### config.mk
export PLATFORM = sky130hd
export DESIGN_NAME = vx_top
export DESIGN_NICKNAME = d
export VERILOG_FILES = /design/src/vx_pkg.sv /design/src/vx_instr_if.sv /design/src/vx_pre_decoder.sv /design/src/vx_ring_buffer.sv /design/src/vx_xif_handler.sv /design/src/vx_dispatcher.sv /design/src/vx_top.sv
export SDC_FILE = /design/constraint.sdc
export NUM_CORES = 1
export LEC_CHECK = 0
export BUFFER_PORTS_ARGS = -buffer_cell sky130_fd_sc_hd__buf_2
export CAP_MARGIN = 0
export CORE_MARGIN = 8
export CORE_UTILIZATION = 35
export CTS_CLUSTER_DIAMETER = 150
export DETAILED_ROUTE_END_ITERATION = 12
export MAX_ROUTING_LAYER = met4
export SETUP_SLACK_MARGIN = 0.05
export SYNTH_ARGS = -nofsm -noshare
export SYNTH_HDL_FRONTEND = slang
export SYNTH_SLANG_ARGS = --single-unit
### constraint.sdc
create_clock -name clk_i -period 6.55 [get_ports clk_i]
set_clock_uncertainty 0.1 [all_clocks]
set_input_delay 0.3275 -clock clk_i [delete_from_list [all_inputs] [get_ports clk_i]]
set_output_delay 0.3275 -clock clk_i [all_outputs]
set_load 0.02 [all_outputs]
### src/vx_pkg.sv
package vx_pkg;

  // Scalar register width and XIF instruction id width
  localparam int unsigned XLEN = 32;
  localparam int unsigned ID_W = 4;

  // Operations known to the pre-decoder
  typedef enum logic [2:0] {
    OP_NONE    = 3'd0,
    OP_VSETVLI = 3'd1,
    OP_VSETVL  = 3'd2,
    OP_VADD    = 3'd3,
    OP_VSUB    = 3'd4,
    OP_VAND    = 3'd5
  } vx_op_e;

  // Dispatcher FSM states
  typedef enum logic [1:0] {
    IDLE = 2'd0,
    EXEC = 2'd1,
    RESP = 2'd2
  } disp_state_e;

  // One buffered instruction with its scalar operands
  typedef struct packed {
    logic [31:0]     instr;
    logic [ID_W-1:0] id;
    vx_op_e          op;
    logic [XLEN-1:0] rs1;
    logic [XLEN-1:0] rs2;
    // Bit 0 for rs1, bit 1 for rs2
    logic [1:0]      rs_valid;
    logic            writeback;
    logic            committed;
  } instr_pack_t;

endpackage

### src/vx_instr_if.sv
interface vx_instr_if;
  import vx_pkg::*;

  logic        valid;
  logic        ready;
  instr_pack_t pack;

  // Ring buffer side
  modport producer (
    output valid,
    output pack,
    input  ready
  );

  // Dispatcher side
  modport consumer (
    input  valid,
    input  pack,
    output ready
  );

endinterface

### src/vx_pre_decoder.sv
module vx_pre_decoder (
  input  logic           clk_i,
  input  logic           rst_ni,
  input  logic           req_valid_i,
  input  logic [31:0]    instr_i,
  output vx_pkg::vx_op_e op_o,
  output logic           accept_o,
  output logic           writeback_o,
  output logic [1:0]     reg_read_o,
  output logic           csr_stall_o
);
  import vx_pkg::*;

  localparam logic [6:0] OPC_OPV = 7'b1010111;

  vx_op_e op_dec;
  vx_op_e last_op_q;
  logic   is_vset;
  logic   vset_pending;

  // Major opcode, then funct3, then funct6 or the vset selector bits
  always_comb begin
    op_dec = OP_NONE;
    if (instr_i[6:0] == OPC_OPV) begin
      if (instr_i[14:12] == 3'b111) begin
        if (!instr_i[31]) begin
          op_dec = OP_VSETVLI;
        end else if (instr_i[30:25] == 6'b000000) begin
          op_dec = OP_VSETVL;
        end
      end else if (instr_i[14:12] == 3'b000) begin
        case (instr_i[31:26])
          6'b000000: op_dec = OP_VADD;
          6'b000010: op_dec = OP_VSUB;
          6'b001001: op_dec = OP_VAND;
          default:   op_dec = OP_NONE;
        endcase
      end
    end
  end

  assign is_vset      = (op_dec == OP_VSETVLI) || (op_dec == OP_VSETVL);
  assign vset_pending = (last_op_q == OP_VSETVLI) || (last_op_q == OP_VSETVL);

  // A vset directly behind a taken vset is refused
  assign op_o        = (is_vset && vset_pending) ? OP_NONE : op_dec;
  assign accept_o    = (op_o != OP_NONE);
  assign writeback_o = (op_o == OP_VSETVLI) || (op_o == OP_VSETVL);
  assign csr_stall_o = req_valid_i && writeback_o;

  // Scalar operands read by each form
  always_comb begin
    case (op_o)
      OP_VSETVLI: reg_read_o = 2'b01;
      OP_VSETVL:  reg_read_o = 2'b11;
      default:    reg_read_o = 2'b00;
    endcase
  end

  always_ff @(posedge clk_i or negedge rst_ni) begin
    if (!rst_ni) begin
      last_op_q <= OP_NONE;
    end else begin
      last_op_q <= req_valid_i ? op_o : OP_NONE;
    end
  end

endmodule

### src/vx_ring_buffer.sv
module vx_ring_buffer #(
  parameter int unsigned DEPTH = 4
) (
  input  logic                        clk_i,
  input  logic                        rst_ni,
  input  logic                        push_i,
  input  vx_pkg::instr_pack_t         data_i,
  output logic                        full_o,
  input  logic                        reg_valid_i,
  input  logic [vx_pkg::ID_W-1:0]     reg_id_i,
  input  logic [vx_pkg::XLEN-1:0]     rs1_i,
  input  logic [vx_pkg::XLEN-1:0]     rs2_i,
  input  logic                        commit_valid_i,
  input  logic [vx_pkg::ID_W-1:0]     commit_id_i,
  input  logic                        kill_i,
  vx_instr_if.producer                out_o
);
  import vx_pkg::*;

  // Pointers wrap naturally, so DEPTH is a power of two
  localparam int unsigned PTR_W = $clog2(DEPTH);
  localparam int unsigned CNT_W = $clog2(DEPTH + 1);

  instr_pack_t      mem_q [DEPTH];
  logic [PTR_W-1:0] head_q;
  logic [PTR_W-1:0] tail_q;
  logic [CNT_W-1:0] count_q;
  logic [CNT_W-1:0] keep_cnt;
  logic [PTR_W-1:0] offs [DEPTH];
  logic [DEPTH-1:0] used;
  logic             head_ok;
  logic             pop;
  instr_pack_t      push_entry;

  // Slot occupancy from its distance to the head
  always_comb begin
    for (int i = 0; i < DEPTH; i++) begin
      offs[i] = PTR_W'(i) - head_q;
      used[i] = (CNT_W'(offs[i]) < count_q);
    end
  end

  // Length of the committed run starting at the head
  always_comb begin : keep_scan
    logic stop;
    keep_cnt = '0;
    stop     = 1'b0;
    for (int k = 0; k < DEPTH; k++) begin
      if (!stop && (CNT_W'(k) < count_q) && mem_q[head_q + PTR_W'(k)].committed) begin
        keep_cnt = keep_cnt + 1'b1;
      end else begin
        stop = 1'b1;
      end
    end
  end

  // Registers or commit may come in the issue cycle itself
  always_comb begin
    push_entry = data_i;
    if (reg_valid_i && (reg_id_i == data_i.id)) begin
      push_entry.rs1      = rs1_i;
      push_entry.rs2      = rs2_i;
      push_entry.rs_valid = 2'b11;
    end
    if (commit_valid_i && (commit_id_i == data_i.id)) begin
      push_entry.committed = 1'b1;
    end
  end

  assign head_ok = (count_q != '0) && mem_q[head_q].committed && (&mem_q[head_q].rs_valid);
  assign pop     = head_ok && out_o.ready;
  assign full_o  = (count_q == CNT_W'(DEPTH));

  assign out_o.valid = head_ok;
  assign out_o.pack  = mem_q[head_q];

  always_ff @(posedge clk_i) begin
    for (int i = 0; i < DEPTH; i++) begin
      if (used[i] && reg_valid_i && (mem_q[i].id == reg_id_i)) begin
        mem_q[i].rs1      <= rs1_i;
        mem_q[i].rs2      <= rs2_i;
        mem_q[i].rs_valid <= 2'b11;
      end
      if (used[i] && commit_valid_i && (mem_q[i].id == commit_id_i)) begin
        mem_q[i].committed <= 1'b1;
      end
    end
    if (push_i) begin
      mem_q[tail_q] <= push_entry;
    end
  end

  always_ff @(posedge clk_i or negedge rst_ni) begin
    if (!rst_ni) begin
      head_q  <= '0;
      tail_q  <= '0;
      count_q <= '0;
    end else begin
      if (pop) begin
        head_q <= head_q + 1'b1;
      end
      if (kill_i) begin
        // Drop everything behind the committed run
        tail_q  <= head_q + PTR_W'(keep_cnt);
        count_q <= keep_cnt - CNT_W'(pop);
      end else begin
        if (push_i) begin
          tail_q <= tail_q + 1'b1;
        end
        count_q <= count_q + CNT_W'(push_i) - CNT_W'(pop);
      end
    end
  end

endmodule

### src/vx_xif_handler.sv
module vx_xif_handler #(
  parameter int unsigned DEPTH = 4
) (
  input  logic                    clk_i,
  input  logic                    rst_ni,
  input  logic                    issue_valid_i,
  input  logic [31:0]             issue_instr_i,
  input  logic [vx_pkg::ID_W-1:0] issue_id_i,
  output logic                    issue_ready_o,
  output logic                    issue_accept_o,
  output logic                    issue_writeback_o,
  output logic [1:0]              issue_reg_read_o,
  input  logic                    register_valid_i,
  input  logic [vx_pkg::ID_W-1:0] register_id_i,
  input  logic [vx_pkg::XLEN-1:0] register_rs1_i,
  input  logic [vx_pkg::XLEN-1:0] register_rs2_i,
  output logic                    register_ready_o,
  input  logic                    commit_valid_i,
  input  logic [vx_pkg::ID_W-1:0] commit_id_i,
  input  logic                    commit_kill_i,
  vx_instr_if.producer            out_o
);
  import vx_pkg::*;

  logic            kill;
  logic            commit;
  logic            buffer_full;
  logic            issue_xfer;
  logic            push;
  vx_op_e          dec_op;
  logic            dec_accept;
  logic            dec_writeback;
  logic [1:0]      dec_reg_read;
  logic            dec_csr_stall;
  logic            stall_d, stall_q;
  logic [ID_W-1:0] stall_id_d, stall_id_q;
  instr_pack_t     pack;

  assign kill   = commit_valid_i && commit_kill_i;
  assign commit = commit_valid_i && !commit_kill_i;

  assign issue_ready_o = issue_valid_i && !buffer_full && !kill && !stall_q;
  assign issue_xfer    = issue_valid_i && issue_ready_o;
  assign push          = issue_xfer && dec_accept;

  assign issue_accept_o    = issue_xfer && dec_accept;
  assign issue_writeback_o = issue_xfer && dec_writeback;
  assign issue_reg_read_o  = issue_xfer ? dec_reg_read : 2'b00;
  assign register_ready_o  = register_valid_i;

  vx_pre_decoder i_pre_decoder (
    .clk_i       (clk_i),
    .rst_ni      (rst_ni),
    .req_valid_i (issue_xfer),
    .instr_i     (issue_instr_i),
    .op_o        (dec_op),
    .accept_o    (dec_accept),
    .writeback_o (dec_writeback),
    .reg_read_o  (dec_reg_read),
    .csr_stall_o (dec_csr_stall)
  );

  // Operands not read by the instruction count as already present
  always_comb begin
    pack           = '0;
    pack.instr     = issue_instr_i;
    pack.id        = issue_id_i;
    pack.op        = dec_op;
    pack.rs_valid  = ~dec_reg_read;
    pack.writeback = dec_writeback;
  end

  vx_ring_buffer #(
    .DEPTH (DEPTH)
  ) i_ring_buffer (
    .clk_i          (clk_i),
    .rst_ni         (rst_ni),
    .push_i         (push),
    .data_i         (pack),
    .full_o         (buffer_full),
    .reg_valid_i    (register_valid_i),
    .reg_id_i       (register_id_i),
    .rs1_i          (register_rs1_i),
    .rs2_i          (register_rs2_i),
    .commit_valid_i (commit),
    .commit_id_i    (commit_id_i),
    .kill_i         (kill),
    .out_o          (out_o)
  );

  // Hold issue until the vset operands are in
  always_comb begin
    stall_d    = stall_q;
    stall_id_d = stall_id_q;
    if (dec_csr_stall && !(register_valid_i && (register_id_i == issue_id_i))) begin
      stall_d    = 1'b1;
      stall_id_d = issue_id_i;
    end
    if (stall_q && register_valid_i && (register_id_i == stall_id_q)) begin
      stall_d = 1'b0;
    end
    if (kill) begin
      stall_d = 1'b0;
    end
  end

  always_ff @(posedge clk_i or negedge rst_ni) begin
    if (!rst_ni) begin
      stall_q    <= 1'b0;
      stall_id_q <= '0;
    end else begin
      stall_q    <= stall_d;
      stall_id_q <= stall_id_d;
    end
  end

endmodule

### src/vx_dispatcher.sv
module vx_dispatcher #(
  parameter int unsigned VLEN = 128
) (
  input  logic                    clk_i,
  input  logic                    rst_ni,
  vx_instr_if.consumer            in_i,
  output logic                    result_valid_o,
  input  logic                    result_ready_i,
  output logic [vx_pkg::ID_W-1:0] result_id_o,
  output logic [4:0]              result_rd_o,
  output logic [vx_pkg::XLEN-1:0] result_data_o
);
  import vx_pkg::*;

  disp_state_e     state_q;
  instr_pack_t     cur_q;
  logic [XLEN-1:0] vl_q;
  logic [XLEN-1:0] vtype_q;
  logic [XLEN-1:0] vtype_new;
  logic [XLEN-1:0] vlmax;
  logic [XLEN-1:0] vl_new;
  logic [1:0]      sew_sh;
  logic [1:0]      lmul_sh;
  logic            is_vset_in;
  logic            take;

  assign in_i.ready = (state_q == IDLE);
  assign take       = in_i.valid && (state_q == IDLE);
  assign is_vset_in = (in_i.pack.op == OP_VSETVLI) || (in_i.pack.op == OP_VSETVL);

  // zimm for vsetvli, rs2 for vsetvl
  assign vtype_new = (in_i.pack.op == OP_VSETVLI) ? XLEN'(in_i.pack.instr[27:20])
                                                  : in_i.pack.rs2;

  // SEW 8..64 and LMUL 1..8
  assign sew_sh  = (vtype_q[5:3] > 3'd3) ? 2'd3 : vtype_q[4:3];
  assign lmul_sh = (vtype_q[2:0] > 3'd3) ? 2'd3 : vtype_q[1:0];
  assign vlmax   = (XLEN'(VLEN) >> (3 + sew_sh)) << lmul_sh;
  assign vl_new  = (cur_q.rs1 < vlmax) ? cur_q.rs1 : vlmax;

  always_ff @(posedge clk_i) begin
    if (take) begin
      cur_q <= in_i.pack;
    end
  end

  always_ff @(posedge clk_i or negedge rst_ni) begin
    if (!rst_ni) begin
      state_q <= IDLE;
      vl_q    <= '0;
      vtype_q <= '0;
    end else begin
      case (state_q)
        IDLE: begin
          if (take) begin
            state_q <= EXEC;
            if (is_vset_in) begin
              vtype_q <= vtype_new;
            end
          end
        end
        EXEC: begin
          // Arithmetic retires here without a result
          if (cur_q.writeback) begin
            vl_q    <= vl_new;
            state_q <= RESP;
          end else begin
            state_q <= IDLE;
          end
        end
        RESP: begin
          if (result_ready_i) begin
            state_q <= IDLE;
          end
        end
        default: state_q <= IDLE;
      endcase
    end
  end

  assign result_valid_o = (state_q == RESP);
  assign result_id_o    = cur_q.id;
  assign result_rd_o    = cur_q.instr[11:7];
  assign result_data_o  = vl_q;

endmodule

### src/vx_top.sv
module vx_top #(
  parameter int unsigned DEPTH = 4,
  parameter int unsigned VLEN  = 128
) (
  input  logic                    clk_i,
  input  logic                    rst_ni,
  // Issue channel
  input  logic                    issue_valid_i,
  input  logic [31:0]             issue_instr_i,
  input  logic [vx_pkg::ID_W-1:0] issue_id_i,
  output logic                    issue_ready_o,
  output logic                    issue_accept_o,
  output logic                    issue_writeback_o,
  output logic [1:0]              issue_reg_read_o,
  // Register channel
  input  logic                    register_valid_i,
  input  logic [vx_pkg::ID_W-1:0] register_id_i,
  input  logic [vx_pkg::XLEN-1:0] register_rs1_i,
  input  logic [vx_pkg::XLEN-1:0] register_rs2_i,
  output logic                    register_ready_o,
  // Commit channel
  input  logic                    commit_valid_i,
  input  logic [vx_pkg::ID_W-1:0] commit_id_i,
  input  logic                    commit_kill_i,
  // Result channel
  output logic                    result_valid_o,
  input  logic                    result_ready_i,
  output logic [vx_pkg::ID_W-1:0] result_id_o,
  output logic [4:0]              result_rd_o,
  output logic [vx_pkg::XLEN-1:0] result_data_o
);

  vx_instr_if instr_if ();

  vx_xif_handler #(
    .DEPTH (DEPTH)
  ) i_xif_handler (
    .clk_i             (clk_i),
    .rst_ni            (rst_ni),
    .issue_valid_i     (issue_valid_i),
    .issue_instr_i     (issue_instr_i),
    .issue_id_i        (issue_id_i),
    .issue_ready_o     (issue_ready_o),
    .issue_accept_o    (issue_accept_o),
    .issue_writeback_o (issue_writeback_o),
    .issue_reg_read_o  (issue_reg_read_o),
    .register_valid_i  (register_valid_i),
    .register_id_i     (register_id_i),
    .register_rs1_i    (register_rs1_i),
    .register_rs2_i    (register_rs2_i),
    .register_ready_o  (register_ready_o),
    .commit_valid_i    (commit_valid_i),
    .commit_id_i       (commit_id_i),
    .commit_kill_i     (commit_kill_i),
    .out_o             (instr_if.producer)
  );

  vx_dispatcher #(
    .VLEN (VLEN)
  ) i_dispatcher (
    .clk_i          (clk_i),
    .rst_ni         (rst_ni),
    .in_i           (instr_if.consumer),
    .result_valid_o (result_valid_o),
    .result_ready_i (result_ready_i),
    .result_id_o    (result_id_o),
    .result_rd_o    (result_rd_o),
    .result_data_o  (result_data_o)
  );

endmodule

# After elaboration in Yosys (flattened, before gate mapping)
# Memories as Yosys holds them, arrays and structs flattened.
# Index checks and enable logic that the tools add are counted.
# Widths: inputs -> output; s select.
[word_totals]
ff_bits = 104
mem_bits_rw = 428
in_bits = 115
out_inout_bits = 48
elab_cells = 186
mem_count = 1
[classes]
n_addsub = 16
order_cmp = 11
n_eq_ne = 28
shifts = 2
n_mux = 51
bitwise_logic = 1
reduce_logical = 63
[memory_table]
columns = ["memory", "depth", "word_bits", "read_ports", "rd_clocked_by_memory_dff", "wr", "line", "rtl"]
rows = [
  ["i_xif_handler.i_ring_buffer.mem_q", 4, 107, 8, 0, 5, "vx_ring_buffer.sv:24", "instr_pack_t mem_q [DEPTH];"],
]
[ops]
columns = ["operator", "count"]
rows = [
  ["$mux 66", 1],
  ["$eq 4x4->1", 11],
  ["$logic_and 1x1->1", 40],
  ["$lt 32x32->1", 1],
  ["$mux 32", 1],
  ["$shl 32x2->32", 1],
  ["$shr 8x32->32 const A", 1],
  ["$mux 3", 9],
  ["$mux 1", 26],
  ["$mux 2", 10],
  ["$eq 3x1->1 const B", 4],
  ["$eq 3x2->1 const B", 4],
  ["$logic_not 6->1", 2],
  ["$lt 2x3->1", 4],
  ["$add 3x1->3 const B", 3],
  ["$pmux 3 s3", 1],
  ["$reduce_bool 3->1", 3],
  ["$eq 7x7->1 const B", 1],
  ["$logic_not 1->1", 7],
  ["$eq 3x3->1 const B", 2],
  ["$eq 6x2->1 const B", 1],
  ["$eq 6x4->1 const B", 1],
  ["$gt 3x2->1 const B", 2],
  ["$lt 1x3->1 const A", 2],
  ["other kinds (23)", 34],
]

# Longest topological paths before layout
# Gate-level depths: netlist of run 1.
[logic_depth]
ltp_word = 16
ltp_mapped = 17
mapped_depth_nobuf = 14

# By module
# From an unflattened synthesis of run 1, not the netlist that was laid out.
[unflattened]
hier_cells = 1348
hier_area_um2 = 24034.3
[by_module_without_submodules]
columns = ["module", "n_inst", "cells_each", "area_per_inst_um2"]
rows = [
  ["vx_ring_buffer", 1, 1028, 20073.0],
  ["vx_dispatcher", 1, 244, 3283.1],
  ["vx_xif_handler", 1, 35, 367.9],
  ["vx_pre_decoder", 1, 41, 310.3],
]

# Worst setup path after synthesis of run 1
# No wires, ideal clock.
[synth_timing]
path_kind = "register -> register"
start = "reg i_xif_handler.i_ring_buffer.head_q[0]"
end = "reg i_xif_handler.i_ring_buffer.count_q[2]"
setup_time_ns = 0.135
arrival_time_ns = 3.548
slack_ns = 2.767
stages_incl_launch_ff = 17
path_buffers = 4
cell_sequence = "dfrtp_1 > buf_2 > buf_2 > buf_2 > clkbuf_1 > nor3_1 > a311oi_1 > nand2_1 > a21oi_1 > ha_1 > nand4b_1 > xnor2_1 > ha_1 > o31ai_1 > ha_1 > xnor2_1 > o21ai_0"
[synth_via]
elab_chain_len = 15
[synth_rtl]
columns = ["item", "line", "rtl"]
rows = [
  ["start: declaration", "vx_ring_buffer.sv:25", "logic [PTR_W-1:0] head_q;"],
  ["start signal: assignment", "vx_ring_buffer.sv:100", "head_q <= head_q + 1'b1;"],
  ["$mem_v2 4x107 (*)", "n/a", ""],
  ["parallel branches: the longest is 13 deep, another holds $add 3x1->3", "n/a", ""],
  ["$mux 3 (*)", "vx_ring_buffer.sv:102", "if (kill_i) begin"],
  ["end signal: assignment", "vx_ring_buffer.sv:105", "count_q <= keep_cnt - CNT_W'(pop);"],
  ["end signal: assignment", "vx_ring_buffer.sv:110", "count_q <= count_q + CNT_W'(push_i) - CNT_W'(pop);"],
  ["end: declaration", "vx_ring_buffer.sv:27", "logic [CNT_W-1:0] count_q;"],
]
# Every way passes the cells marked *.
# A chain may end at the register's enable or synchronous reset.

# Worst setup path in the final report of run 1
[layout_timing]
start = "reg i_xif_handler.i_ring_buffer.count_q[0]"
end = "out issue_reg_read_o[1]"
[layout_via]
elab_chain_len = 7
[layout_rtl]
columns = ["item", "line", "rtl"]
rows = [
  ["$eq 3x3->1", "vx_ring_buffer.sv:72", "assign full_o = (count_q == CNT_W'(DEPTH));"],
  ["$logic_not 1->1", "vx_xif_handler.sv:42", "assign issue_ready_o = issue_valid_i && !buffer_full && !kill && !stall_q;"],
  ["$logic_and 1x1->1 (3 in a row)", "vx_xif_handler.sv:42", ""],
  ["$logic_and 1x1->1", "vx_xif_handler.sv:43", "assign issue_xfer = issue_valid_i && issue_ready_o;"],
  ["$mux 2", "vx_xif_handler.sv:48", "assign issue_reg_read_o = issue_xfer ? dec_reg_read : 2'b00;"],
  ["end: declaration", "vx_top.sv:14", "output logic [1:0] issue_reg_read_o,"],
]
# Every way passes these cells.

==> flow_summary.json, run 1 <==
{
  "synth_area_um2": 15070,
  "r2r_cells": 5,
  "synth-seq-area-share": 0.6505,
  "io_pins": 163,
  "rows": 76,
  "dieArea_um2": 49960,
  "synth_top_cell_area_share": 0.5539,
  "relSlewSlack": 0.2871,
  "cts_buffers": 38,
  "final_nets": 1288,
  "hold_slack_ns": 0.03279,
  "maxSlewViolCount": 0,
  "ys_warn_count": 0,
  "startpoint": "i_xif_handler.i_ring_buffer.count_q[0]$_DFF_PN0_",
  "critPathMaxFanout": 13,
  "fp.dieH_um": 223.5,
  "drtAntennaViolNets": 0,
  "core_region_area_um2": 42790,
  "yosysMostFrequentCell": "edfxtp_1",
  "critical_path_arrival_ns": 3.41,
  "hold_class": "in2reg",
  "grt_usage": 0.1373,
  "endpoint": "issue_reg_read_o[1]",
  "clock_path_buffers": 3,
  "max_clock_freq_mhz": 260.3,
  "drt-total-wl_mm": 33.62,
  "multi_input_area_um2": 4841,
  "cts_setup_buffers": 0,
  "seqCellArea_um2": 9809,
  "place_congestion": 0.8167,
  "power.density_nw_per_um2": 258.1,
  "yosysTopAreaCell": "edfxtp_1",
  "tritoncts_num_sinks": 337,
  "via_count": 8377,
  "overflow": 0,
  "cap_violations": 0,
  "syn_nets": 1120,
  "path_clk_slew_ns": 0.06,
  "avgRoutedWirePerCell_um": 19.45,
  "hold_depth": 2,
  "start_kind": "register",
  "r2r_start": "i_xif_handler.i_ring_buffer.head_q[0]$_DFFE_PN0P_",
  "initial_utilization": 0.3522,
  "synthTopCellsByCount": "278 x edfxtp_1, 142 x nor2b_1, 60 x mux4_2",
  "antenna_found_initial": 6,
  "cts_tree": "built",
  "portBuffers": 131,
  "fin_crit_ns": 3.842,
  "grt_pass1_vias": 8590,
  "status": "complete, no violations",
  "synth_edf_count": 278,
  "htreeDepth": 2,
  "ys_ff_latch": 337,
  "syn2layout_area_growth_pct": 18.97,
  "netlist_instances": 981,
  "finalHoldViolCount": 0,
  "fin_ws_ns": 2.708,
  "period_share": 0.5866,
  "syn_avg_cell_area_um2": 15.36,
  "p_leak_nw": 6.528,
  "dp_hpwl_mm": 20.56,
  "endpoint_kind": "primary output",
  "pre_cts_ws_ns": 2.477,
  "drt_iter0_markers": 503,
  "finalSetupViolations": 0,
  "rsz0062_at_grt": "false",
  "clock_latency_ns": 0.55,
  "grt_max_degree": 56,
  "synthFlopType": "edfxtp_1",
  "first_pass_iters": 4,
  "root_buffer": "clkbuf_16",
  "synth-async-reset-ratio": 0.1632,
  "finalSetupTns_ns": 0,
  "worstMarginPinSlew_ns": 1.069,
  "fillers": 3870,
  "die_w_um": 223.5,
  "r2r_slack_ns": 2.80,
  "synth.distinct_cells": 64,
  "r2r-end": "i_dispatcher.vtype_q[2]$_DFFE_PN0P_",
  "critical_path_required_ns": 6.12,
  "detail_route.vias_per_cell": 4.848,
  "drc": 0,
  "drive_above_1_share": 0.2526,
  "grt_pass1_wl_mm": 51.22,
  "peakVddDrop_mv": 0.1344,
  "synth.area.top_cells": "edfxtp_1 55%, dfrtp_1 9.1%, mux4_2 9.0%, nor2b_1 5.9%, xor2_1 2.3%",
  "crit_type": "reg2out"
}
==> sequential cells by signal, summed over array words and instances, names as in the netlist, 4 cells and up <==
| name | flops |
|---|---|
| i_xif_handler.stall_id_q | 4 |
| i_dispatcher.result_data_o | 32 |
| i_xif_handler.i_ring_buffer.mem_q | 240 |
| i_dispatcher.result_id_o | 4 |
| i_dispatcher.cur_q | 33 |
| i_dispatcher.result_rd_o | 5 |
| i_dispatcher.vtype_q | 6 |
==> cell type report <==
class                           instances  area share
Antenna cell                            6   0.0008373
Tap cell                              546     0.03810
Multi-Input combinational cell        552      0.2700
Clock inverter                         23     0.01186
Inverter                               23    0.004815
Clock buffer                           44     0.05603
Sequential cell                       337      0.5471
Timing Repair Buffer                  197     0.07131
==> power by group <==
part / switching (mW) / internal, mW
logic: 0.103 / 0.116
clock network: 0.847 / 1.22
registers: 0.0157 / 2.33
total: 0.966 / 3.66
==> worst min-delay path by stage <==
stage,start,to,slack [ns]
after detailed placement,i_dispatcher.result_data_o[0]$_DFFE_PN0P_,i_dispatcher.result_data_o[0]$_DFFE_PN0P_,0.36
after global routing,register_rs1_i[10],i_xif_handler.i_ring_buffer.mem_q[1][46]$_DFFE_PP_,0.02
after CTS,register_rs1_i[9],i_xif_handler.i_ring_buffer.mem_q[3][45]$_DFFE_PP_,0.0006
after floorplan,rst_ni,i_dispatcher.result_data_o[0]$_DFFE_PN0P_,-0.07
final,register_rs1_i[14],i_xif_handler.i_ring_buffer.mem_q[1][50]$_DFFE_PP_,0.03
after global placement,i_dispatcher.result_data_o[1]$_DFFE_PN0P_,i_dispatcher.result_data_o[1]$_DFFE_PN0P_,0.36
==> cells in the final DEF (no fill, tap or decap), types with 15 or more instances in the layout <==
cell type,synthesis,routed
edfxtp_1,278,278
nor2b_1,142,142
buf_2,9,131
mux4_2,60,60
dfrtp_1,55,53
dlygate4sd3_1,0,51
xor2_1,40,40
clkbuf_16,0,39
and2_1,30,30
nand2_1,26,26
inv_1,23,23
ha_1,23,23
nor2_1,20,20
nand3_1,19,19
xnor2_1,19,19
mux2_2,17,17
buf_4,16,15
==> timing repair <==
action,in CTS,in global routing
hold buffers,51,0
resized for setup,0,0
endpoints found under the hold margin,223,0
==> metal layers <==
| metal | wire [um] | part of all wire | vias to the layer above | GRT usage |
|---|---|---|---|---|
| met5 | 0 | 0 | - | - |
| met4 | 643 | 0.019 | 0 | 0.04163 |
| met3 | 1581 | 0.047 | 37 | 0.02942 |
| met2 | 16520 | 0.49 | 163 | 0.2239 |
| met1 | 14870 | 0.44 | 4216 | 0.1706 |
| li1 | - | - | 3961 | - |
==> logic make-up (layout without fill, tap and decap cells) <==
| kind of cell | Yosys count | after routing | share of synthesized area |
|---|---|---|---|
| flops | 337 | 337 | 0.6505 |
| other cells | 0 | 6 | 0 |
| simple gates | 314 | 314 | 0.1244 |
| xor+xnor | 59 | 59 | 0.03429 |
| buf+inv | 92 | 287 | 0.02989 |
| fa+ha+maj | 24 | 24 | 0.02042 |
| mux | 90 | 90 | 0.1110 |
| compound gates | 65 | 65 | 0.02955 |
==> through the flow <==
step / util / instances / power, mW / instance area [um2]
after floorplan: - / 981 / 2.506 / 15070
after global placement: 0.3783 / 1604 / 2.578 / 16190
after detailed placement: 0.3783 / 1604 / 2.583 / 16190
after CTS: 0.4187 / 1722 / 4.690 / 17920
after global routing: 0.4190 / 1728 / 4.790 / 17930
final: 0.4190 / 1728 / 4.629 / 17930
==> worst max-delay path, stage by stage, from the launching register on <==
cell	delay, ns
dfrtp_1	0.44
nor2_1	0.10
a211o_1	0.36
nand2b_1	0.51
nor3_1	0.41
nor3b_1	0.74
buf_2	0.31
No activity file was read; power rests on OpenSTA's default activity.
==> inputs of run 2 (changes only) <==
==> constraint.sdc (replaced) <==
create_clock -name clk_i -period 3.5 [get_ports clk_i]
set_clock_uncertainty 0.1 [all_clocks]
set_input_delay 0.175 -clock clk_i [delete_from_list [all_inputs] [get_ports clk_i]]
set_output_delay 0.175 -clock clk_i [all_outputs]
set_load 0.02 [all_outputs]
==> run 2 against run 1 <==
Compared with the run above:
- critical path depth up 6
- largest power group unchanged
- highest routed layer unchanged
- sequential share of layout area decreased by 0.93 points
- largest cell class unchanged
- flip-flop and latch count stayed put
- via count up 2.2%
- cell count grew 1.6%
- setup slack got worse by 2.5 ns
- clock power up 79%
- die area is the same
- power up 84%
- utilization increased by 0.73 points
- sequential power grew 87%
- clock-buffer cell count is 5 higher
==> flow_summary.json, run 2 (synthesis gave the netlist of run 1 again) <==
{
  "status": "complete, no violations",
  "syn2layout_area_growth_pct": 21.04,
  "maxSlewViolCount": 0,
  "top_register": "i_xif_handler.i_ring_buffer.mem_q",
  "dp_hpwl_mm": 21.15,
  "clock_latency_ns": 0.53,
  "grt_max_degree": 41,
  "crit_slowest_cell": "or4b_2",
  "final_common_cell": "edfxtp_1",
  "cp.buffers_inverters": 1,
  "critPathMaxFanout": 9,
  "first_pass_iters": 5,
  "largest_register_ffs": 240,
  "antenna_found_initial": 5,
  "core_region_area_um2": 42790,
  "max_clock_freq_mhz": 303.4,
  "cap_violations": 0,
  "via_count": 8562,
  "endpoint_kind": "register",
  "start_kind": "register",
  "critical_path_required_ns": 3.82,
  "overflow": 0,
  "dieArea_um2": 49960,
  "layout.cells.most_common_list": "278 x edfxtp_1, 142 x nor2b_1, 131 x buf_2",
  "period_share": 0.9417,
  "drc": 0,
  "slowest_delay_ns": 0.67,
  "peakVddDrop_mv": 0.3013,
  "critical-path-top-delay-family": "compound AO/OA/AOI/OAI gates",
  "drive_above_1_share": 0.2639,
  "portBuffers": 131,
  "drt_iter0_markers": 615,
  "finalHoldViolCount": 0,
  "initial_utilization": 0.3522,
  "placed_area_um2": 16500,
  "fin_crit_ns": 3.296,
  "power.density_nw_per_um2": 466.0,
  "tritoncts_num_sinks": 337,
  "path_cells": "or4b_2 > o21ai_0 > nand2_1 > a21oi_1 > inv_1 > ha_1 > a21o_1 > a21oi_1 > o21ai_0 > a41o_1 > mux2i_1 > mux2_2",
  "worstMarginPinSlew_ns": 0.8265,
  "drt-total-wl_mm": 33.12,
  "cts_buffers": 38,
  "drtAntennaViolNets": 0,
  "grt_pass1_wl_mm": 51.88,
  "fp.dieH_um": 223.5,
  "place_congestion": 0.8194,
  "die_w_um": 223.5,
  "detail_route.vias_per_cell": 4.876,
  "final_area_um2": 18240,
  "htreeDepth": 2,
  "hold_class": "in2reg",
  "cts_setup_buffers": 0,
  "path_clk_slew_ns": 0.06,
  "grt_pass1_vias": 8961,
  "avgRoutedWirePerCell_um": 18.86,
  "fillers": 3861,
  "crit_type": "reg2reg",
  "finalSetupTns_ns": 0,
  "critical_path_arrival_ns": 3.61,
  "relSlewSlack": 0.4490,
  "rsz0062_at_grt": "false",
  "grt_usage": 0.1364,
  "cts_tree": "built",
  "r2r_slack_ns": 0.20,
  "finalSetupViolations": 0,
  "final_nets": 1315,
  "root_buffer": "clkbuf_16",
  "io_pins": 163,
  "p_leak_nw": 6.674,
  "rows": 76,
  "clock_path_buffers": 3
}
==> run 2: report_power, final <==
group / total [mW] / switching, mW / internal (mW) / leakage, nW
sequential: 4.37 / 0.0175 / 4.35 / 3.27
combinational: 0.433 / 0.208 / 0.225 / 2.84
clock: 3.70 / 1.57 / 2.13 / 0.567
==> run 2: worst reg2reg max path: cells and delay by family, from the launching register on <==
kind            cells  cell delay [ns]
compound gates      6             1.16
simple gates        2             0.75
mux                 2             0.45
flops               1             0.37
fa+ha+maj           1             0.29
buf+inv             1             0.07
==> run 2: layer usage <==
metal  routed length (um)  track usage  vias to the layer above
li1                     -            -                     4026
met1                14570       0.1721                     4323
met2                16420       0.2258                      171
met3                 1602      0.02561                       42
met4                  531      0.03398                        0
met5                    0            -                        -
==> run 2: final cells by class <==
class | instances | area, um2 | share of cell area
Clock inverter | 20 | 120.1 | 0.006584
Clock buffer | 49 | 1045 | 0.05727
Multi-Input combinational cell | 552 | 4853 | 0.2660
Sequential cell | 337 | 9811 | 0.5378
Antenna cell | 5 | 12.51 | 0.0006859
Timing Repair Buffer | 224 | 1632 | 0.08944
Inverter | 23 | 86.33 | 0.004733
Tap cell | 546 | 683.2 | 0.03745
==> run 2: final timing paths <==
check                                                                start                                                to  depth (start not counted)
worst min-delay path                                      register_valid_i                 i_xif_handler.stall_q$_DFFE_PN0P_                          4
max in group asynchronous                                           rst_ni  i_xif_handler.i_ring_buffer.count_q[2]$_DFF_PN0_                          3
min in group asynchronous                                           rst_ni        i_dispatcher.result_data_o[13]$_DFFE_PN0P_                          2
worst min register to register  i_dispatcher.result_data_o[28]$_DFFE_PN0P_        i_dispatcher.result_data_o[28]$_DFFE_PN0P_                          1
worst max-delay path                   i_dispatcher.vtype_q[5]$_DFFE_PN0P_         i_dispatcher.result_data_o[7]$_DFFE_PN0P_                         12
worst max register to register         i_dispatcher.vtype_q[5]$_DFFE_PN0P_         i_dispatcher.result_data_o[7]$_DFFE_PN0P_                         12
==> run 2: per-stage QoR <==
stage | cells | util | hold WS [ns] | setup WS [ns] | power (mW)
floorplan | 981 | - | -0.2206 | 0.08350 | 4.691
global placement | 1626 | 0.3855 | 0.2288 | 0.2199 | 4.829
detailed placement | 1626 | 0.3855 | 0.2379 | 0.2314 | 4.839
CTS | 1751 | 0.4258 | 0.009591 | 0.2103 | 8.607
global route | 1756 | 0.4263 | 0.04029 | 0.05521 | 8.809
finish | 1756 | 0.4263 | 0.02725 | 0.2042 | 8.501
==> run 2: what timing repair did <==
item                                    4_1_cts  5_1_grt
hold buffers                                 56        0
gates resized for setup                       0        2
endpoints found under the hold margin       254        0
endpoints found under the setup margin        0        3
